<file path="config.mk">
export PLATFORM = sky130hd
export DESIGN_NAME = pixel_scanner
export DESIGN_NICKNAME = d
export VERILOG_FILES = /design/src/raster_pkg.sv /design/src/pixel_scanner.sv
export VERILOG_INCLUDE_DIRS = /design/src
export SDC_FILE = /design/constraint.sdc
export NUM_CORES = 1
export LEC_CHECK = 0
export ABC_AREA = 1
export BUFFER_PORTS_ARGS = -buffer_cell sky130_fd_sc_hd__buf_2
export CAP_MARGIN = 20
export CORE_ASPECT_RATIO = 0.9
export CORE_MARGIN = 4
export CORE_UTILIZATION = 55
export CTS_BUF_LIST = sky130_fd_sc_hd__clkbuf_4
export CTS_CLUSTER_DIAMETER = 40
export DETAILED_ROUTE_END_ITERATION = 8
export PLACE_DENSITY = 0.8
export SLEW_MARGIN = 30
export SYNTH_ARGS = -nofsm -noshare
export SYNTH_HDL_FRONTEND = slang
export SYNTH_SLANG_ARGS = --single-unit
</file>
<file path="constraint.sdc">
create_clock -name clk_in -period 9.1 [get_ports clk_in]
set_input_delay 0.455 -clock clk_in [delete_from_list [all_inputs] [get_ports clk_in]]
set_output_delay 0.455 -clock clk_in [all_outputs]
set_load 0.005 [all_outputs]
</file>
<file path="src/raster_macros.svh">
`ifndef RASTER_MACROS_SVH
`define RASTER_MACROS_SVH

// frame buffer size in pixels
`define RAST_HRES 320
`define RAST_VRES 180

// fraction bits carried by the area reciprocal,
// so recip = floor(2**RAST_RECIP_SHIFT / area)
`define RAST_RECIP_SHIFT 24

`endif

</file>
<file path="src/raster_pkg.sv">
`include "raster_macros.svh"

package raster_pkg;

  // pixel coordinates, sized by the frame
  typedef logic [$clog2(`RAST_HRES)-1:0] xcoord_t;  // 9 bits
  typedef logic [$clog2(`RAST_VRES)-1:0] ycoord_t;  // 8 bits

  typedef logic [15:0] depth_t;

  // edge function values and steps, wide enough for any point of the frame
  typedef logic signed [20:0] edge_t;

  typedef logic [17:0] area_t;  // doubled area, at most 320*180
  typedef logic [`RAST_RECIP_SHIFT:0] recip_t;  // area of 1 gives 2**24

  typedef logic [$clog2(`RAST_HRES * `RAST_VRES)-1:0] pix_addr_t;

  typedef enum logic [2:0] {
    ST_IDLE,
    ST_EDGE,
    ST_NORM,
    ST_DIVIDE,
    ST_HOLD
  } setup_state_t;

  typedef enum logic {
    SC_IDLE,
    SC_SCAN
  } scan_state_t;

endpackage

</file>
<file path="src/pixel_scanner.sv">
module pixel_scanner import raster_pkg::*; (
  input  logic    clk_in,
  input  logic    rst_in,
  input  logic    setup_valid,
  output logic    setup_ready,
  input  xcoord_t bb_xmin,
  input  xcoord_t bb_xmax,
  input  ycoord_t bb_ymin,
  input  ycoord_t bb_ymax,
  input  edge_t   e0_start,
  input  edge_t   e1_start,
  input  edge_t   e2_start,
  input  edge_t   e0_dx,
  input  edge_t   e1_dx,
  input  edge_t   e2_dx,
  input  edge_t   e0_dy,
  input  edge_t   e1_dy,
  input  edge_t   e2_dy,
  input  depth_t  tri_z0,
  input  depth_t  tri_z1,
  input  depth_t  tri_z2,
  input  recip_t  tri_recip,
  output logic    scan_valid,
  input  logic    scan_ready,
  output xcoord_t px,
  output ycoord_t py,
  output edge_t   w0,
  output edge_t   w1,
  output edge_t   w2,
  output depth_t  z0,
  output depth_t  z1,
  output depth_t  z2,
  output recip_t  recip
);

  scan_state_t state;
  xcoord_t     xmin;
  xcoord_t     xmax;
  ycoord_t     ymax;
  edge_t       dx0, dx1, dx2;
  edge_t       dy0, dy1, dy2;
  edge_t       row0, row1, row2;  // edge values at the left end of the row
  logic        accept;
  logic        covered;
  logic        stall;
  logic        row_end;
  logic        last_pos;

  assign setup_ready = (state == SC_IDLE);
  assign accept      = setup_valid && setup_ready;
  assign covered     = (w0 >= 0) && (w1 >= 0) && (w2 >= 0);
  assign scan_valid  = (state == SC_SCAN) && covered;
  assign stall       = scan_valid && !scan_ready;  // hold position and edge values
  assign row_end     = (px == xmax);
  assign last_pos    = row_end && (py == ymax);

  always_ff @(posedge clk_in) begin
    if (rst_in) begin
      state <= SC_IDLE;
    end else begin
      case (state)
        SC_IDLE: begin
          if (accept) begin
            state <= SC_SCAN;
          end
        end
        SC_SCAN: begin
          if (!stall && last_pos) begin
            state <= SC_IDLE;
          end
        end
        default: state <= SC_IDLE;
      endcase
    end
  end

  always_ff @(posedge clk_in) begin
    if (accept) begin
      xmin  <= bb_xmin;
      xmax  <= bb_xmax;
      ymax  <= bb_ymax;
      dx0   <= e0_dx;
      dx1   <= e1_dx;
      dx2   <= e2_dx;
      dy0   <= e0_dy;
      dy1   <= e1_dy;
      dy2   <= e2_dy;
      px    <= bb_xmin;
      py    <= bb_ymin;
      w0    <= e0_start;
      w1    <= e1_start;
      w2    <= e2_start;
      row0  <= e0_start;
      row1  <= e1_start;
      row2  <= e2_start;
      z0    <= tri_z0;
      z1    <= tri_z1;
      z2    <= tri_z2;
      recip <= tri_recip;
    end else if ((state == SC_SCAN) && !stall) begin
      if (row_end) begin
        // wrap to the next row, edges restart from the row-start values
        px   <= xmin;
        py   <= py + 1'b1;
        row0 <= row0 + dy0;
        row1 <= row1 + dy1;
        row2 <= row2 + dy2;
        w0   <= row0 + dy0;
        w1   <= row1 + dy1;
        w2   <= row2 + dy2;
      end else begin
        px <= px + 1'b1;
        w0 <= w0 + dx0;
        w1 <= w1 + dx1;
        w2 <= w2 + dx2;
      end
    end
  end

endmodule

</file>
Word level (Yosys, flattened, before mapping). Index checks and enable logic that the tools add are counted. W data, S select, Z words.

Logic and storage cells: 76. Flip-flop bits (word level): 369.

Bitwise logic cells: 1. Reductions and logical operators: 13. Muxes and demuxes: 27. Add/subtract/negate cells: 8. Order comparisons: 3. Equality and inequality tests: 2.

Operators by type and width (number): $mux W21 (18); $add A21 B21 Y21 (6); $ge A21 B1 Y1 const B (3); $mux W9 (3); $mux W8 (3); $add A9 B1 Y9 const B (1); $eq A9 B9 Y1 (1); $add A8 B1 Y8 const B (1); $eq A8 B8 Y1 (1); $logic_and A1 B1 Y1 (8); $reduce_bool A2 Y1 (2); $logic_not A1 Y1 (2); $mux W1 (2); $pmux W1 S2 (1); $reduce_and A2 Y1 (1); $not A1 Y1 (1).

Depth between registers and ports, before layout.
Depth in word-level cells: 9. Depth in mapped cells: 15. Depth with buffers taken out: 15.

Worst setup path before layout. No wires, ideal clock.

Path kind: register to register. Start: reg px[5]. End: reg py[0] (enable). Data arrival time: 6249 ps. Cell stages (with the launch flop): 7. Slack: 2253 ps. Cells stage by stage: edfxtp_1 > xnor2_1 > nand2_1 > nor3_1 > nand2_2 > buf_2 > o21ai_0.

Word-level cells in the longest chain between the ends: 3.

RTL lines: from (decl) (line pixel_scanner.sv:25) `output xcoord_t px,`; from (signal assigned) (line pixel_scanner.sv:88) `px <= bb_xmin;`; from (signal assigned) (line pixel_scanner.sv:103) `px <= xmin;`; from (signal assigned) (line pixel_scanner.sv:112) `px <= px + 1'b1;`; $eq A9 B9 Y1 (line pixel_scanner.sv:54) `assign row_end = (px == xmax);`; $reduce_bool A2 Y1 (no line); $reduce_and A2 Y1 (no line); to (signal assigned) (line pixel_scanner.sv:89) `py <= bb_ymin;`; to (signal assigned) (line pixel_scanner.sv:104) `py <= py + 1'b1;`; to (decl) (line pixel_scanner.sv:26) `output ycoord_t py,`.

Every way passes these cells. A chain may end at the register's enable or synchronous reset.

Worst setup path in the final report.
Start: reg px[5]. End: reg row1[16] (enable).

Word-level cells in the longest chain between the ends: 3.

RTL lines: $eq A9 B9 Y1 (line pixel_scanner.sv:54); $reduce_bool A2 Y1 (no line); $reduce_and A2 Y1 (no line); to (signal assigned) (line pixel_scanner.sv:94) `row1 <= e1_start;`; to (signal assigned) (line pixel_scanner.sv:106) `row1 <= row1 + dy1;`; to (decl) (line pixel_scanner.sv:42) `edge_t row0, row1, row2;`.

Every way passes these cells.

==> impl_metrics.tcl <==
set metrics [dict create \
    cts-resized-gates 0 \
    outcome "finished clean" \
    pre_cts_slack_ps 5250 \
    netlist_top_cells_area "edfxtp_1 53%, nand2_1 13%, ha_1 7.4%" \
    io_pins 455 \
    cp-endpoint "row1[16]$_DFFE_PP_" \
    powerDensity_nw_per_um2 214 \
    critPathRequiredTime_ps 9560 \
    die_area_sq_um 40900 \
    overflow 0 \
    power.leakage_uw 0.0129 \
    synthesis.nets 2689 \
    synth_flop_cell "edfxtp_1" \
    r2r-start "px[5]$_DFFE_PP_" \
    clk_latency_ps 890 \
    core_sq_um 37200 \
    slew_viol_final 0 \
    clk_pin_slew_ps 80 \
    rows 67 \
    final_layout_size_suffix_gt1_share_pct 19.7 \
    setup_viol 0 \
    ys_seq_area_share_pct 53.4 \
    grt_pass1_vias 20700 \
    fmax_ghz 0.269 \
    die_y_microns 192 \
    synth-edff-count 368 \
    fin_worst_skew_ps 59.0 \
    slew_headroom_pct 36.4 \
    dr_total_vias 20600 \
    cts-htree-levels 3 \
    yosys_warnings 0 \
    grt_pass1_wl_microns 115000 \
    synth_area_per_cell_sq_um 9.17 \
    critPathLaunch "px[5]$_DFFE_PP_" \
    syn_inst 2261 \
    yosysUniqueCellTypes 40 \
    routedWlPerCell_microns 21.1 \
    crit_type "flip-flop to flip-flop" \
    final_antenna_net_count 0 \
    finalSetupTns_ps 0 \
    end_kind "flip-flop" \
    r2r_end "row1[16]$_DFFE_PP_" \
    synth_seq_cells 369 \
    crit_path_start_kind "flip-flop" \
    maxCapViolCount 0 \
    tightest_slew_ps 954 \
    arrival_ps 4190 \
    min_from "e1_start[6]" \
    hp-class "input port to flip-flop" \
    final.min_clock_period_ps 3720 \
    reg2reg_depth 6 \
    die_x_microns 213 \
    synth_common_cells "727 x nand2_1, 368 x edfxtp_1, 226 x inv_1, 207 x nand3_1, 154 x nor2_1" \
    crit_path_max_fanout 47 \
    rsz0062_at_grt "no" \
    postCtsHoldBufs 296 \
    gp_congestion 0.995 \
    hold_slack_ps 72.9 \
    cts_tree "done" \
    routed_via_density 5.66 \
    peakVddDrop_v 0.000164 \
    fin_util_pct 74.5 \
    yosysTopAreaCell "edfxtp_1" \
    cts_made_buffers 99 \
    grt_antenna_before_repair 5 \
    hold_viol_final 0 \
    grt.total_usage_pct 36.7 \
    numPortBuffers 454 \
    drt_iter0_markers 2297 \
    firstDrtPassIters 8 \
    drc 0 \
    area_growth_pct 33.7 \
    cts_root_buf "clkbuf_4" \
    nets 3514 \
    postRouteWirelength_microns 76800 \
    fin_crit_sh_pct 40.9 \
    max-clock-path-buffers 3 \
    synthArstFlopShare_pct 0 \
    setup_slack_ps 5380 \
    netlist_area_sq_um 20700 \
    cts.sinks 369 \
    yosys.area.top_type_share_pct 53.3 \
    postCtsSetupBuffers 0 \
    yosysMostFrequentCell "nand2_1" \
    r2r_setup_slack_ps 5380 \
    start_util_pct 55.7 \
    dpl.hpwl_microns 50700 \
    grt_start_max_net_pins 159 \
]
## final cells by class
type                       count  area, sq um
sequential                   369        11100
fill                        2547         9490
multi-input combinational   1632         8690
timing repair buffer         755         5280
clock buffer                 133          998
inverter                     229          873
tap                          483          604
clock inverter                32          201
antenna                        6         15.0
## critical path, cell delays in order (launching register included)
cell      delay (ps)
edfxtp_1         500
xnor2_1          270
nand2_1           80
nor3_1           340
nand2_4          410
o21ai_4          880
buf_4            710
## layout by cell type (no fill, tap or decap), types with 7 or more instances in the layout
cell type	instances
o21ai_1	13
nand3b_1	15
dlygate4sd3_1	296
edfxtp_1	368
o21ai_0	65
nor2_1	154
o211ai_1	28
and2_1	15
a21oi_1	124
o21bai_1	18
clkbuf_4	133
inv_1	226
nor4_1	7
buf_2	454
nand4_1	21
nand3_1	207
ha_1	122
clkinv_1	21
xnor2_1	43
xor2_1	37
nand2_1	725
## registers in the layout, indices dropped and copies added, names as in the netlist, 16 cells and up
name,cells
recip,25
dx0,21
dx1,21
dx2,21
dy0,21
dy1,21
dy2,21
row0,21
row1,21
row2,21
w0,21
w1,21
w2,21
z0,16
z1,16
z2,16
## power breakdown
group	internal, uW	switching, uW
registers	2160	165
logic	789	1320
clock network	713	800
total	3660	2280
## stage by stage
step / total power, uW / area [sq um] / instances
6_report: 5940 / 27700 / 3639
5_1_grt: 6270 / 27700 / 3638
4_1_cts: 5820 / 27700 / 3633
3_5_place_dp: 4250 / 23500 / 3172
3_3_place_gp: 4220 / 23500 / 3172
2_1_floorplan: 3580 / 20700 / 2261
## cells by family after synthesis
group	after synthesis	synth area share, %
buffers and inverters	260	4.92
DFF	369	53.4
AOI/OAI and AO/OA	255	6.77
xor gates and xnor gates	80	3.38
adders and majority gates	128	7.94
and+or+nand+nor	1169	23.6
## worst min path at each step
stage                              endpoint  slack [ps]  cells after the start
after floorplan            state$_SDFF_PP0_         460                      2
after global placement     state$_SDFF_PP0_         470                      2
after detailed placement   state$_SDFF_PP0_         490                      2
after CTS                 row1[6]$_DFFE_PP_           8                      3
after global routing      row1[6]$_DFFE_PP_          20                      3
final                     row1[6]$_DFFE_PP_          70                      3
## routing by layer
metal	vias to the layer above	part of all wire (%)	wire (microns)	global-route usage, %
li1	9396	-	-	-
met3	289	11	8540	9.93
met1	9500	37	28700	46.2
met5	-	0.012	9	0
met4	2	5.5	4240	18.2
met2	1411	46	35300	58.9
(Power assumes the default switching activity.)
