`src/raster_macros.svh`:
```
`ifndef RASTER_MACROS_SVH
`define RASTER_MACROS_SVH

// frame buffer size in pixels
`define RAST_HRES 320
`define RAST_VRES 180

// fraction bits carried by the area reciprocal,
// so recip = floor(2**RAST_RECIP_SHIFT / area)
`define RAST_RECIP_SHIFT 24

`endif

```
`src/raster_pkg.sv`:
```
`include "raster_macros.svh"

package raster_pkg;

  // pixel coordinates, sized by the frame
  typedef logic [$clog2(`RAST_HRES)-1:0] xcoord_t;  // 9 bits
  typedef logic [$clog2(`RAST_VRES)-1:0] ycoord_t;  // 8 bits

  typedef logic [15:0] depth_t;

  // edge function values and steps, wide enough for any point of the frame
  typedef logic signed [20:0] edge_t;

  typedef logic [17:0] area_t;  // doubled area, at most 320*180
  typedef logic [`RAST_RECIP_SHIFT:0] recip_t;  // area of 1 gives 2**24

  typedef logic [$clog2(`RAST_HRES * `RAST_VRES)-1:0] pix_addr_t;

  typedef enum logic [2:0] {
    ST_IDLE,
    ST_EDGE,
    ST_NORM,
    ST_DIVIDE,
    ST_HOLD
  } setup_state_t;

  typedef enum logic {
    SC_IDLE,
    SC_SCAN
  } scan_state_t;

endpackage

```
`src/fragment_interp.sv`:
```
`include "raster_macros.svh"

module fragment_interp import raster_pkg::*; (
  input  logic      clk_in,
  input  logic      rst_in,
  input  logic      scan_valid,
  output logic      scan_ready,
  input  xcoord_t   px,
  input  ycoord_t   py,
  input  edge_t     w0,
  input  edge_t     w1,
  input  edge_t     w2,
  input  depth_t    z0,
  input  depth_t    z1,
  input  depth_t    z2,
  input  recip_t    recip,
  output logic      valid_out,
  input  logic      ready_in,
  output xcoord_t   x_out,
  output ycoord_t   y_out,
  output depth_t    z_out,
  output pix_addr_t addr_out
);

  logic        adv1, adv2, adv3;
  logic        s1_valid;
  xcoord_t     s1_x;
  ycoord_t     s1_y;
  logic [33:0] s1_p0, s1_p1, s1_p2;  // weight times depth
  recip_t      s1_recip;
  logic        s2_valid;
  xcoord_t     s2_x;
  ycoord_t     s2_y;
  logic [35:0] s2_sum;
  pix_addr_t   s2_row;  // y * 320
  recip_t      s2_recip;
  logic [60:0] z_full;

  // a stage moves when its own output slot is free or being taken
  assign adv3       = !valid_out || ready_in;
  assign adv2       = !s2_valid || adv3;
  assign adv1       = !s1_valid || adv2;
  assign scan_ready = adv1;

  assign z_full = s2_sum * s2_recip;

  always_ff @(posedge clk_in) begin
    if (rst_in) begin
      s1_valid  <= 1'b0;
      s2_valid  <= 1'b0;
      valid_out <= 1'b0;
    end else begin
      if (adv1) begin
        s1_valid <= scan_valid;
      end
      if (adv2) begin
        s2_valid <= s1_valid;
      end
      if (adv3) begin
        valid_out <= s2_valid;
      end
    end
  end

  always_ff @(posedge clk_in) begin
    if (adv1 && scan_valid) begin
      s1_x     <= px;
      s1_y     <= py;
      // covered weights are never negative and never exceed the area
      s1_p0    <= area_t'(w0) * z0;
      s1_p1    <= area_t'(w1) * z1;
      s1_p2    <= area_t'(w2) * z2;
      s1_recip <= recip;
    end
    if (adv2 && s1_valid) begin
      s2_x     <= s1_x;
      s2_y     <= s1_y;
      s2_sum   <= s1_p0 + s1_p1 + s1_p2;
      s2_row   <= (pix_addr_t'(s1_y) << 8) + (pix_addr_t'(s1_y) << 6);  // 320 = 256 + 64
      s2_recip <= s1_recip;
    end
    if (adv3 && s2_valid) begin
      x_out    <= s2_x;
      y_out    <= s2_y;
      z_out    <= depth_t'(z_full >> `RAST_RECIP_SHIFT);
      addr_out <= s2_row + pix_addr_t'(s2_x);
    end
  end

endmodule

```
`config.mk`:
```
export PLATFORM = sky130hd
export DESIGN_NAME = fragment_interp
export DESIGN_NICKNAME = d
export VERILOG_FILES = /design/src/raster_pkg.sv /design/src/fragment_interp.sv
export VERILOG_INCLUDE_DIRS = /design/src
export SDC_FILE = /design/constraint.sdc
export NUM_CORES = 2
export LEC_CHECK = 0
export BUFFER_PORTS_ARGS = -buffer_cell sky130_fd_sc_hd__buf_2
export CAP_MARGIN = 10
export CORE_ASPECT_RATIO = 1.75
export CORE_UTILIZATION = 55
export DETAILED_ROUTE_END_ITERATION = 10
export PLACE_DENSITY = 0.76
export SETUP_SLACK_MARGIN = 0.5
export SYNTH_ARGS = -nofsm -noshare
export SYNTH_HDL_FRONTEND = slang
export SYNTH_SLANG_ARGS = --single-unit
```
`constraint.sdc`:
```
create_clock -name clk_in -period 11.25 [get_ports clk_in]
set_input_delay 1.6875 -clock clk_in [delete_from_list [all_inputs] [get_ports clk_in]]
set_output_delay 1.6875 -clock clk_in [all_outputs]
set_load 0.005 [all_outputs]
```
* Word-level counts from Yosys, hierarchy flattened *
Cells that the tools add are included.

word-level totals
  flip-flop bits (word level) = 290
  latch bits = 0
  memory bits (writable) = 0
  bits in read-only memories = 0
  bits of input ports = 157
  output and inout bits = 51
  word-level logic and storage cells = 35
  memories = 0

operators by class
  $add $sub $neg = 4
  multiply operators = 4
  div/mod/pow operators = 0
  magnitude comparators = 0
  equal/unequal tests = 0
  shift-type cells = 0
  multiplexer cells = 0
  bitwise operators = 0
  reductions and logical operators = 9

operators with widths
  kind                                            count
  18-bit by 16-bit multiplier with 34-bit output  3
  36-bit by 25-bit multiplier with 40-bit output  1
  35-bit by 34-bit adder with 36-bit output       1
  34-bit by 34-bit adder with 35-bit output       1
  16-bit by 14-bit adder with 16-bit output       1
  16-bit by 9-bit adder with 16-bit output        1
  1-bit logical AND                               3
  1-bit zero test                                 3
  1-bit logical OR                                3

* Longest topological paths before layout *
  word-level depth = 5
  gate-level depth with buffers = 27
  depth with buffers taken out = 26

* Worst setup path before layout *
OpenSTA, ideal clock, no wires.

  kind = input port to flip-flop
  start point = input port ready_in
  end point = register s1_p0[0], enable pin
  library setup time = 0.734 ns
  arrival = 8.960 ns
  data required time = 10.516 ns
  slack = 1.556 ns
  stages on the path = 2
  path buffers = 0
  path through = nor2b_1 a31oi_1

on the way
  cells in the longest elaborated chain, start to end = 4

RTL lines
  what                  RTL line               text
  start, declared       fragment_interp.sv:18  input logic ready_in,
  1-bit logical OR      fragment_interp.sv:40  assign adv3 = !valid_out || ready_in;
  1-bit logical OR      fragment_interp.sv:41  assign adv2 = !s2_valid || adv3;
  1-bit logical OR      fragment_interp.sv:42  assign adv1 = !s1_valid || adv2;
  1-bit logical AND     fragment_interp.sv:66  if (adv1 && scan_valid) begin
  end signal, assigned  fragment_interp.sv:70  s1_p0 <= area_t'(w0) * z0;
  end, declared         fragment_interp.sv:29  logic [33:0] s1_p0, s1_p1, s1_p2;

Every way passes these cells.
A chain may end at the register's enable or synchronous reset.

* Worst setup path in the final report *
  start point = register s2_recip[6]
  end point = register z_out[15], data pin

on the way
  cells in the longest elaborated chain, start to end = 1

RTL lines
  what                                            RTL line               text
  start, declared                                 fragment_interp.sv:36  recip_t s2_recip;
  start signal, assigned                          fragment_interp.sv:80  s2_recip <= s1_recip;
  36-bit by 25-bit multiplier with 40-bit output  fragment_interp.sv:45  assign z_full = s2_sum * s2_recip;
  net z_full[39]                                  fragment_interp.sv:37  logic [60:0] z_full;
  end signal, assigned                            fragment_interp.sv:85  z_out <= depth_t'(z_full >> `RAST_RECIP_SHIFT);
  end, declared                                   fragment_interp.sv:21  output depth_t z_out,

The timed path passes the listed nets, and every way through them passes these cells.

==> summary.txt <==
CTS buffer count: 28
Synth Flop Type: edfxtp_1
PortBufs: 198
largest net degree at the start of global routing: 83
Avg Inst Size Synth: 9.71 sq um
hold path depth: 0
H-tree levels: 1
Reg clk slew, reported paths: 70 ps
asr flop ratio synth: 0%
CP max stage cell: edfxtp_1
Final nets: 7,935
Worst EP required: 11,570 ps
root buf cell: clkbuf_16
Post-Syn Nets: 7,913
met3 usage: 3.83%
Tightest Pin Transition: 1300 ps
PnR worst setup slack: 2840 ps
final setup violation count: 0
Post-CTS Setup Inserts: 0
Max transition margin: 13.1%
met1 Resource Use GR: 30.1%
GRT Residual Overflow: 0
post-synthesis cell count: 6,014
global-route wire length before repair: 241,000 um
initial core utilization: 55.7%
Detail Route Antenna Nets: 0
Skew-Pair Late Insertion Delay: 630 ps
post-synthesis cell type count: 62
I/O pin total: 208
Worst setup SP type: flip-flop
CP arrival: 8730 ps
max-slew violations: 0
CP max stage delay: 940 ps
Worst path top cell family by delay: adder cells
crit share post-route: 74.8%
Post-synth EDFFs: 273
post-synth top area share: 43.7%
DRC violation count after routing: 0
Hold Crit Class: flip-flop to flip-flop
worst-case clock skew: 47.9 ps
Die X: 248 um
most frequent cell on the critical path: fa_1
Final Hold Viols: 0
Max clock buf depth: 3
Area growth syn-to-layout: 5.13%
fmax: 119 MHz
hold_buf cts: 0
gpl congestion: 0.923
GR Util All Layers: 29.3%
CP max FO: 20
Mapped Area: 58,400 sq um
GRT met2 Usage: 53.7%
top cells by area, synth: fa_1, edfxtp_1, ha_1
vias in the first global route: 46,800
outcome: completed
clock sink count: 276
worst r2r path cells: 26
biggest area consumer among synthesized cells: fa_1
Final min period: 8410 ps
RSZ-0062 raised after global routing: false
Chip Height: 433 um
Total Wirelength: 151,000 um
Top Usage Layer GRT: met2
pre-CTS setup slack: 2530 ps
Sum Neg Setup Slack: 0 ps
classification of the worst setup path: flip-flop to flip-flop
vias per cell: 5.66
post_cts resized: 0
sequential cell area fraction in the yosys report: 14.1%
CTS tree: yes
YS warnings: 0
Crit. End Element: flip-flop
Die ar.: 108,000 sq um
worst path bufs/invs: 7
CP Depth: 26
MaxCap Viol Count: 0
Starting DRT DRC Count: 2,680
layout cells sized above 1: 4.97%
FF+latch count, synth: 276
FP Rows: 157
via count: 41,900
antenna violations before repair: 3
drt pass-1 iters: 7
dpl hpwl: 117,000 um
core area: 105,000 sq um
WL/cell: 20.3 um
==> state kept, by name (all words and copies together), names as in the netlist <==
| signal | flops |
|---|---|
| s2_valid | 1 |
| s1_p0 | 34 |
| z_out | 16 |
| x_out | 9 |
| s1_p1 | 34 |
| y_out | 8 |
| s1_y | 8 |
| s2_sum | 36 |
| s2_row | 8 |
| s2_recip | 25 |
| addr_out | 10 |
| s2_y | 8 |
| s1_x | 9 |
| s1_p2 | 34 |
| s1_valid | 1 |
| s2_x | 9 |
| valid_out | 1 |
| s1_recip | 25 |
==> through the flow <==
| step | hold WS [ps] | cells | util (%) | cell area, sq um |
|---|---|---|---|---|
| floorplan | 400 | 6014 | - | 58400 |
| global placement | 401 | 7357 | 57.7 | 60500 |
| detailed placement | 405 | 7357 | 57.7 | 60500 |
| CTS | 417 | 7408 | 58.5 | 61400 |
| global route | 425 | 7408 | 58.5 | 61400 |
| finish | 415 | 7409 | 58.5 | 61400 |
==> Yosys cell counts (39+ instances only) <==
cell      count
a21o_1       56
a21oi_1     112
and2_1      608
clkbuf_1    246
edfxtp_1    273
fa_1       1275
ha_1        467
inv_1      1387
nand2_1    1000
nor2_1       76
o21a_1       39
o21ai_0      54
xnor2_1     130
xor2_1       55
==> area by class of cell <==
cell class              instances  area (sq um)
diodes                          1          2.50
flip-flops and latches        276          8260
inverters                    1387          5210
repair buffers                244          1340
clock buffers                  33           719
multi-input cells            4099         44000
fillers                      8776         43500
well taps                    1351          1690
clock inverters                18           184
==> path summary, 6_finish.rpt <==
kind / slack [ps] / endpoint / from
max: 2840 / z_out[15]$_DFFE_PP_ / s2_recip[6]$_DFFE_PP_
min: 410 / s2_recip[18]$_DFFE_PP_ / s1_recip[18]$_DFFE_PP_
max reg2reg: 2840 / z_out[15]$_DFFE_PP_ / s2_recip[6]$_DFFE_PP_
min reg2reg: 410 / s2_recip[18]$_DFFE_PP_ / s1_recip[18]$_DFFE_PP_
==> cell families after synthesis <==
| kind of cell | after synthesis | synth area share [%] |
|---|---|---|
| and+or+nand+nor | 1808 | 14.7 |
| buffers and inverters | 1639 | 10.6 |
| DFF | 276 | 14.1 |
| xor gates and xnor gates | 185 | 2.77 |
| AOI/OAI and AO/OA | 363 | 4.07 |
| adders and majority gates | 1742 | 53.7 |
| muxes | 1 | 0.0171 |
==> worst register-to-register path, stage by stage, from the launching register on <==
cell	delay (ps)
edfxtp_1	940
buf_4	450
nand2_1	120
fa_1	380
inv_1	170
fa_1	440
inv_1	100
fa_1	460
fa_1	530
inv_1	60
fa_1	510
fa_1	520
inv_1	70
fa_1	490
inv_1	40
ha_1	290
and3_1	220
nand2_1	100
a311oi_1	610
o311a_1	460
o211ai_1	180
a31oi_1	200
buf_4	250
a21oi_1	130
o21bai_1	200
a21oi_1	110
xnor2_1	140
==> layer usage <==
layer / up-vias / wire length, um
met1: 21300 / 46600
met4: 4 / 13400
met5: - / 25
met3: 774 / 10300
li1: 17800 / -
met2: 2001 / 80200
==> cells in the final DEF, fill, tap and decap left out, types with 6 or more instances in the layout <==
master	netlist	routed
inv_1	1387	1387
fa_1	1275	1275
nand2_1	1000	1000
and2_1	608	608
ha_1	467	467
edfxtp_1	273	273
buf_2	0	198
xnor2_1	130	130
a21oi_1	112	112
nor2_1	76	76
a21o_1	56	56
xor2_1	55	55
o21ai_0	54	54
buf_4	6	46
o21a_1	39	39
clkbuf_16	0	28
nand2b_1	19	19
nor3_1	19	19
a211oi_1	17	17
nand3_1	17	17
o21bai_1	17	17
and3_1	15	15
nor2b_1	16	15
nand4_1	9	9
a31oi_1	10	9
or3_1	7	7
o2111ai_1	6	6
or2_2	6	6
Power is not shown: default switching activity piles up to over one toggle a cycle in this logic, so the estimate is an artifact.
