==> src/raster_macros.svh <==
`ifndef RASTER_MACROS_SVH
`define RASTER_MACROS_SVH

// frame buffer size in pixels
`define RAST_HRES 320
`define RAST_VRES 180

// fraction bits carried by the area reciprocal,
// so recip = floor(2**RAST_RECIP_SHIFT / area)
`define RAST_RECIP_SHIFT 24

`endif

==> src/raster_pkg.sv <==
`include "raster_macros.svh"

package raster_pkg;

  // pixel coordinates, sized by the frame
  typedef logic [$clog2(`RAST_HRES)-1:0] xcoord_t;  // 9 bits
  typedef logic [$clog2(`RAST_VRES)-1:0] ycoord_t;  // 8 bits

  typedef logic [15:0] depth_t;

  // edge function values and steps, wide enough for any point of the frame
  typedef logic signed [20:0] edge_t;

  typedef logic [17:0] area_t;  // doubled area, at most 320*180
  typedef logic [`RAST_RECIP_SHIFT:0] recip_t;  // area of 1 gives 2**24

  typedef logic [$clog2(`RAST_HRES * `RAST_VRES)-1:0] pix_addr_t;

  typedef enum logic [2:0] {
    ST_IDLE,
    ST_EDGE,
    ST_NORM,
    ST_DIVIDE,
    ST_HOLD
  } setup_state_t;

  typedef enum logic {
    SC_IDLE,
    SC_SCAN
  } scan_state_t;

endpackage

==> src/recip_divider.sv <==
`include "raster_macros.svh"

module recip_divider import raster_pkg::*; (
  input  logic   clk_in,
  input  logic   rst_in,
  input  logic   start,
  input  area_t  area,
  output logic   busy,
  output recip_t recip
);

  logic [4:0]  bits_left;  // quotient bits still to come after this one
  area_t       rem_q;
  area_t       den_q;
  area_t       cur_rem;
  area_t       cur_den;
  logic [18:0] trial;
  logic        fits;

  // the dividend 2**24 has one set bit, and it is the first one shifted in
  assign cur_rem = start ? '0 : rem_q;
  assign cur_den = start ? area : den_q;
  assign trial   = {cur_rem, start};
  assign fits    = (trial >= {1'b0, cur_den});

  always_ff @(posedge clk_in) begin
    if (rst_in) begin
      busy      <= 1'b0;
      bits_left <= '0;
    end else if (start) begin
      busy      <= 1'b1;
      bits_left <= 5'(`RAST_RECIP_SHIFT - 1);
    end else if (busy) begin
      if (bits_left == '0) begin
        busy <= 1'b0;  // last quotient bit is taken on this edge
      end
      bits_left <= bits_left - 1'b1;
    end
  end

  // one restoring step per cycle, msb of the quotient first
  always_ff @(posedge clk_in) begin
    if (start || busy) begin
      rem_q <= fits ? area_t'(trial - {1'b0, cur_den}) : trial[17:0];
      den_q <= cur_den;
      recip <= {recip[`RAST_RECIP_SHIFT-1:0], fits};
    end
  end

endmodule

==> src/tri_setup.sv <==
module tri_setup import raster_pkg::*; (
  input  logic    clk_in,
  input  logic    rst_in,
  input  logic    valid_in,
  output logic    ready_out,
  input  xcoord_t x0,
  input  ycoord_t y0,
  input  depth_t  z0,
  input  xcoord_t x1,
  input  ycoord_t y1,
  input  depth_t  z1,
  input  xcoord_t x2,
  input  ycoord_t y2,
  input  depth_t  z2,
  output logic    setup_valid,
  input  logic    setup_ready,
  output xcoord_t bb_xmin,
  output xcoord_t bb_xmax,
  output ycoord_t bb_ymin,
  output ycoord_t bb_ymax,
  output edge_t   e0_start,
  output edge_t   e1_start,
  output edge_t   e2_start,
  output edge_t   e0_dx,
  output edge_t   e1_dx,
  output edge_t   e2_dx,
  output edge_t   e0_dy,
  output edge_t   e1_dy,
  output edge_t   e2_dy,
  output depth_t  tri_z0,
  output depth_t  tri_z1,
  output depth_t  tri_z2,
  output recip_t  tri_recip
);

  setup_state_t state;
  xcoord_t      xv0, xv1, xv2;
  ycoord_t      yv0, yv1, yv2;
  xcoord_t      xmin_c, xmax_c;
  logic [8:0]   ymin_w, ymax_w;  // y tree runs at x width
  edge_t        area_sum;
  logic         area_neg;
  logic         div_start;
  logic         div_busy;

  // comparison tree, returns {min, max}
  function automatic logic [17:0] min_max3(input logic [8:0] a, input logic [8:0] b,
                                           input logic [8:0] c);
    logic [8:0] lo;
    logic [8:0] hi;
    if (a < b) begin
      lo = (a < c) ? a : c;
      hi = (b > c) ? b : c;
    end else begin
      lo = (b < c) ? b : c;
      hi = (a > c) ? a : c;
    end
    return {lo, hi};
  endfunction

  // edge a->b evaluated at point p
  function automatic edge_t edge_at(input xcoord_t xa, input ycoord_t ya, input xcoord_t xb,
                                    input ycoord_t yb, input xcoord_t px, input ycoord_t py);
    return (edge_t'(xb) - edge_t'(xa)) * (edge_t'(py) - edge_t'(ya))
         - (edge_t'(yb) - edge_t'(ya)) * (edge_t'(px) - edge_t'(xa));
  endfunction

  assign {xmin_c, xmax_c} = min_max3(xv0, xv1, xv2);
  assign {ymin_w, ymax_w} = min_max3({1'b0, yv0}, {1'b0, yv1}, {1'b0, yv2});

  assign area_sum    = e0_start + e1_start + e2_start;  // same at every point
  assign area_neg    = area_sum[20];
  assign div_start   = (state == ST_NORM) && (area_sum != '0);
  assign ready_out   = (state == ST_IDLE);
  assign setup_valid = (state == ST_HOLD);

  recip_divider i_recip_divider (
    .clk_in (clk_in),
    .rst_in (rst_in),
    .start  (div_start),
    .area   (area_t'(area_neg ? -area_sum : area_sum)),
    .busy   (div_busy),
    .recip  (tri_recip)
  );

  always_ff @(posedge clk_in) begin
    if (rst_in) begin
      state <= ST_IDLE;
    end else begin
      case (state)
        ST_IDLE: begin
          if (valid_in) begin
            state <= ST_EDGE;
          end
        end
        ST_EDGE: state <= ST_NORM;
        ST_NORM: state <= (area_sum == '0) ? ST_IDLE : ST_DIVIDE;  // cull degenerate
        ST_DIVIDE: begin
          if (!div_busy) begin
            state <= ST_HOLD;
          end
        end
        ST_HOLD: begin
          if (setup_ready) begin
            state <= ST_IDLE;
          end
        end
        default: state <= ST_IDLE;
      endcase
    end
  end

  always_ff @(posedge clk_in) begin
    case (state)
      ST_IDLE: begin
        if (valid_in) begin
          xv0    <= x0;
          yv0    <= y0;
          xv1    <= x1;
          yv1    <= y1;
          xv2    <= x2;
          yv2    <= y2;
          tri_z0 <= z0;
          tri_z1 <= z1;
          tri_z2 <= z2;
        end
      end
      ST_EDGE: begin
        bb_xmin  <= xmin_c;
        bb_xmax  <= xmax_c;
        bb_ymin  <= ymin_w[7:0];
        bb_ymax  <= ymax_w[7:0];
        // edge i lies opposite vertex i
        e0_start <= edge_at(xv1, yv1, xv2, yv2, xmin_c, ymin_w[7:0]);
        e1_start <= edge_at(xv2, yv2, xv0, yv0, xmin_c, ymin_w[7:0]);
        e2_start <= edge_at(xv0, yv0, xv1, yv1, xmin_c, ymin_w[7:0]);
        e0_dx    <= edge_t'(yv1) - edge_t'(yv2);
        e1_dx    <= edge_t'(yv2) - edge_t'(yv0);
        e2_dx    <= edge_t'(yv0) - edge_t'(yv1);
        e0_dy    <= edge_t'(xv2) - edge_t'(xv1);
        e1_dy    <= edge_t'(xv0) - edge_t'(xv2);
        e2_dy    <= edge_t'(xv1) - edge_t'(xv0);
      end
      ST_NORM: begin
        if (area_neg) begin  // flip winding so inside means all >= 0
          e0_start <= -e0_start;
          e1_start <= -e1_start;
          e2_start <= -e2_start;
          e0_dx    <= -e0_dx;
          e1_dx    <= -e1_dx;
          e2_dx    <= -e2_dx;
          e0_dy    <= -e0_dy;
          e1_dy    <= -e1_dy;
          e2_dy    <= -e2_dy;
        end
      end
      default: ;
    endcase
  end

endmodule

==> config.mk <==
export PLATFORM = sky130hd
export DESIGN_NAME = tri_setup
export DESIGN_NICKNAME = d
export VERILOG_FILES = /design/src/raster_pkg.sv /design/src/recip_divider.sv /design/src/tri_setup.sv
export VERILOG_INCLUDE_DIRS = /design/src
export SDC_FILE = /design/constraint.sdc
export NUM_CORES = 2
export LEC_CHECK = 0
export BUFFER_PORTS_ARGS = -buffer_cell sky130_fd_sc_hd__buf_2
export CAP_MARGIN = 5
export CORE_AREA = 10 10 276 410
export DETAILED_ROUTE_END_ITERATION = 10
export DIE_AREA = 0 0 286 420
export SETUP_SLACK_MARGIN = 0.5
export SLEW_MARGIN = 0
export SYNTH_ARGS = -nofsm -noshare
export SYNTH_HDL_FRONTEND = slang
export SYNTH_HIERARCHICAL = 1
export SYNTH_SLANG_ARGS = --single-unit
==> constraint.sdc <==
create_clock -name clk_in -period 36.6 [get_ports clk_in]
set_input_delay 3.66 -clock clk_in [delete_from_list [all_inputs] [get_ports clk_in]]
set_output_delay 3.66 -clock clk_in [all_outputs]
set_load 0.02 [all_outputs]
* Word-level counts from Yosys, hierarchy flattened
Index checks and enable logic that the tools add are counted.
W data, S select, Z words.
** Storage, ports and cells
- Logic and storage cells :: 142
- Input bits :: 103
- Flip-flop bits (word level) :: 392
** Cells by class
- Muxes and demuxes :: 44
- Eq/ne operators :: 8
- Reduce and logical (&&, ||, !) cells :: 12
- Add/sub/neg operators :: 32
- Magnitude comparators :: 11
- $mul :: 6
** Operators by type and width (count)
- $pmux W21 S2 :: 9
- $mux W21 :: 9
- $neg A21 Y21 :: 9
- $sub A8 B8 Y9 :: 9
- $mux W18 :: 4
- $sub A19 B19 Y20 :: 3
- $sub A9 B9 Y10 :: 6
- $mul A10 B9 Y19 :: 3
- $mul A9 B10 Y19 :: 3
- $mux W9 :: 6
- $mux W8 :: 6
- $add A21 B21 Y21 :: 2
- $lt A9 B9 Y1 :: 3
- $lt A8 B8 Y1 :: 3
- $logic_not A21 Y1 :: 1
- $reduce_bool A21 Y1 :: 1
- $ge A19 B18 Y1 :: 1
- $gt A9 B9 Y1 :: 2
- $neg A18 Y18 :: 1
- $sub A18 B18 Y18 :: 1
- $gt A8 B8 Y1 :: 2
- $pmux W3 S5 :: 1
- $mux W5 :: 2
- $mux W3 :: 3
- other kinds (16) :: 23

* Longest topological paths before layout
- Word-level depth :: 7
- Depth in mapped cells :: 46
- Mapped depth without buffers :: 44

* Cells and area by module
Netlist, hierarchy kept.
** By module, submodules not included
- tri_setup :: area an instance 43591.8 sq um, cells each 4411, sequential area each 9729.3 sq um, instances 1
- recip_divider :: area an instance 3672.3 sq um, cells each 291, sequential area each 1951.9 sq um, instances 1

* Worst setup path before layout
Ideal clock, no wire load.
- Path kind :: reg-to-reg
- Start point :: register e0_start[5]
- End point :: register e0_dx[10], enable pin
- Cell stages (with the launch flop) :: 12
- Data arrival time :: 11.784 ns
- Setup time :: 0.757 ns
- Required time :: 35.843 ns
- Buffers on the path :: 2
- Slack :: 24.059 ns
- Clock period less this slack :: 12.541 ns
- Cells stage by stage :: edfxtp_1 fa_1 ha_1 a2111oi_1 o21ai_1 a311o_1 o211a_1 clkbuf_1 a311oi_1 xnor2_1 buf_2 o21bai_1
** Between the ends
- Cells in the longest elaborated chain, start to end :: 4
** Ends and longest elaborated chain
- start, declared :: line tri_setup.sv:21 : output edge_t e0_start,
- start signal, assigned :: line tri_setup.sv:134 : e0_start <= edge_at(xv1, yv1, xv2, yv2, xmin_c, ymin_w[7:0]);
- start signal, assigned :: line tri_setup.sv:146 : e0_start <= -e0_start;
- $add A21 B21 Y21 (2 in a row) :: line tri_setup.sv:71 : assign area_sum = e0_start + e1_start + e2_start;
- $ne A2 B2 Y1 (no line)
- $reduce_and A2 Y1 (no line)
- end signal, assigned :: line tri_setup.sv:137 : e0_dx <= edge_t'(yv1) - edge_t'(yv2);
- end signal, assigned :: line tri_setup.sv:149 : e0_dx <= -e0_dx;
- end, declared :: line tri_setup.sv:24 : output edge_t e0_dx,
Every way passes these cells.
A chain may end at the register's enable or synchronous reset.

* Worst setup path in the final report
- Start point :: register xv1[0]
- End point :: register e0_start[17] (data pin)
** Between the ends
- Cells in the longest elaborated chain, start to end :: 7
** Ends and longest elaborated chain
- start, declared :: line tri_setup.sv:37 : xcoord_t xv0, xv1, xv2;
- start signal, assigned :: line tri_setup.sv:119 : xv1 <= x1;
- $lt A9 B9 Y1 :: line tri_setup.sv:55 : lo = (b < c) ? b : c;
- $mux W9 :: line tri_setup.sv:55
- $mux W9 (*) :: line tri_setup.sv:51 : if (a < b) begin
- via xmin_c[1] :: line tri_setup.sv:39 : xcoord_t xmin_c, xmax_c;
- $sub A9 B9 Y10 (*) :: line tri_setup.sv:65 : - (edge_t'(yb) - edge_t'(ya)) * (edge_t'(px) - edge_t'(xa));
- $mul A9 B10 Y19 (*) :: line tri_setup.sv:65
- $sub A19 B19 Y20 (*) :: line tri_setup.sv:65
- $pmux W21 S2 (*) :: line tri_setup.sv:114 : case (state)
Mark *: on every way through the listed nets, which the timed path passes. The rest lies on a longest branch.

==> flow_metrics.tcl <==
set metrics [dict create \
    status "finished, final reports clean" \
    vias 35926 \
    grt_pass1_vias 37688 \
    cts.sinks 392 \
    avgSynthCellArea_um2 10.1 \
    mostFrequentLayoutCells "762 x inv_1, 625 x fa_1, 413 x ha_1" \
    cts_tree "built" \
    gp_congestion 0.969 \
    yosysUniqueCellTypes 82 \
    die_x_um 286 \
    period_share 0.346 \
    area_growth_syn_to_layout_pct 11.5 \
    dieArea_um2 120000 \
    whs_endpoint "i_recip_divider/recip[21]$_DFFE_PP_" \
    start_util 0.448 \
    drt-vias-per-instance 5.50 \
    reg2reg_from "xv1[0]$_DFFE_PP_" \
    finClkSkew_ns 0.0596 \
    drive_above_1_share 0.123 \
    fmax_mhz 78.9 \
    wl_per_cell_um 23.3 \
    synthTopCellsByArea "fa_1 26%, edfxtp_1 24%, ha_1 11%" \
    holdPathStages 0 \
    grt_overflow 0 \
    maxSlewViolCount 0 \
    min_from "i_recip_divider/recip[20]$_DFFE_PP_" \
    yosys.area.top_type "fa_1" \
    antenna_found_initial 6 \
    finalCoreUtilization 0.499 \
    setup.worst_path.start_class "flop" \
    cp-end-kind "flop" \
    grt_pass1_wl_um 230000 \
    drc 0 \
    cts_hold_buf 0 \
    ctsRootBufferMaster "clkbuf_16" \
    drt_first_iter_violations 2617 \
    critPathMaxFanout 14 \
    final_common_cell "inv_1" \
    hold_violations 0 \
    crit_slowest_cell "a31oi_1" \
    maxSlewHeadroom 0.135 \
    critPathTopFamily "compound AO/OA/AOI/OAI gates" \
    clkTransAtPathRegs_ns 0.06 \
    rrSetupSlack_ns 23.92 \
    fp-row-count 146 \
    synth-seq-cells 392 \
    detail-route-antenna-nets 0 \
    crit_arrival_ns 13.02 \
    die_y_um 420 \
    detailed_place_hpwl_um 126000 \
    io_pins 401 \
    cts_made_buffers 45 \
    syn-num-nets 5843 \
    crit_path_max_incr_delay_ns 0.91 \
    yosysSeqAreaShare 0.247 \
    hold_path.class "flop to flop" \
    place_area_um2 51100 \
    synth-edff-count 383 \
    synth_area_um2 47300 \
    rsz0062_at_grt "false" \
    clk_latency_ns 0.64 \
    cts_setup_buffers 0 \
    crit_type "flop to flop" \
    path_buf_inv 4 \
    firstDrtPassIters 6 \
    tns_ns 0 \
    wl_um 152000 \
    synth_top_cell_area_share 0.265 \
    cp_data_required_time_ns 36.94 \
    syn_inst 4702 \
    core_um2 106000 \
    maxCapViolations 0 \
    post_cts_resized 0 \
    r2r_end "e0_start[17]$_DFFE_PP_" \
    reg2reg_depth 42 \
    async_flop_share 0 \
    synth_ff_type "edfxtp_1" \
    period_needed_ns 12.68 \
    portBuffers 400 \
    grtUsageTotal 0.251 \
    ys_warn_count 6 \
    fin_nets 6232 \
    fin_area_um2 52700 \
    finalSetupViolations 0 \
    cts_htree_levels 2 \
    max_slew.worst_pin.slew_ns 1.29 \
    cts_buffer_depth 3 \
    grt_max_degree 151 \
]
logic make-up after synthesis:
family,synth area share
xor gates and xnor gates,0.0713
and+or+nand+nor,0.136
AOI/OAI and AO/OA,0.0904
buffers and inverters,0.0699
DFF,0.247
adders and majority gates,0.374
muxes,0.0105
flip-flops by register name (all words and copies together), names as in the netlist, 9 cells and up:
register and flops:
xv2 9, e0_dx 21, e1_dy 21, bb_xmin 9, i_recip_divider/rem_q 18, e0_start 21
tri_z0 16, xv1 9, tri_z1 16, bb_xmax 9, e2_dx 21, i_recip_divider/den_q 18
i_recip_divider/recip 25, e1_start 21, e1_dx 21, e2_start 21, tri_z2 16, e0_dy 21
xv0 9, e2_dy 21
how the worst max path moves through the flow:
stage	start	end	cells after the start
2_1_floorplan	e0_start[5]$_DFFE_PP_	e0_dx[10]$_DFFE_PP_	11
3_3_place_gp	xv1[0]$_DFFE_PP_	e0_start[17]$_DFFE_PP_	42
3_5_place_dp	xv1[0]$_DFFE_PP_	e0_start[17]$_DFFE_PP_	42
4_1_cts	xv0[1]$_DFFE_PP_	e0_start[17]$_DFFE_PP_	40
5_1_grt	xv1[0]$_DFFE_PP_	e0_start[17]$_DFFE_PP_	42
6_report	xv1[0]$_DFFE_PP_	e0_start[17]$_DFFE_PP_	42
worst reg2reg max path, delay by kind of cell, from the launching register on:
kind / cells / cell delay (ns)
compound gates: 19 / 5.52
fa+ha+maj: 11 / 4.66
simple gates: 7 / 1.32
flops: 1 / 0.47
buf+inv: 4 / 0.26
xor+xnor: 1 / 0.18
layout make-up:
cell class | count | area [µm²]
antenna | 1 | 2.50
multi-input combinational | 3436 | 32400
clock inverter | 32 | 424
fill | 9940 | 52900
tap | 1406 | 1760
sequential | 392 | 11700
clock buffer | 52 | 1150
inverter | 763 | 2860
timing repair buffer | 453 | 2420
cell usage after synthesis (all sizes together) (27+ instances only):
library cell / count
inv: 762
fa: 625
ha: 413
edfxtp: 383
nor2: 375
nand2: 313
xnor2: 225
o21ai: 174
xor2: 160
a21oi: 157
nand2b: 128
a21o: 123
clkbuf: 103
nor3: 101
nor2b: 98
and2: 68
or2: 43
nor4: 39
or3: 35
nand3: 30
o31ai: 27
metrics by stage:
| step | worst slack, ns | hold WS, ns | std cells |
|---|---|---|---|
| 6_report | 23.92 | 0.453 | 6535 |
| 5_1_grt | 23.21 | 0.463 | 6534 |
| 4_1_cts | 24.09 | 0.457 | 6533 |
| 3_5_place_dp | 24.16 | 0.432 | 6449 |
| 3_3_place_gp | 24.52 | 0.430 | 6449 |
| 2_1_floorplan | 24.06 | 0.511 | 4702 |
routing by layer:
metal | global-route usage | wire length, µm
met1 | 0.302 | 59300
met2 | 0.435 | 74900
met3 | 0.0464 | 11000
met4 | 0.105 | 7060
met5 | 0 | 41
Power is left out: the tool's default activity adds up to more than one toggle a clock period on the data nets, which glitch-free logic cannot reach.
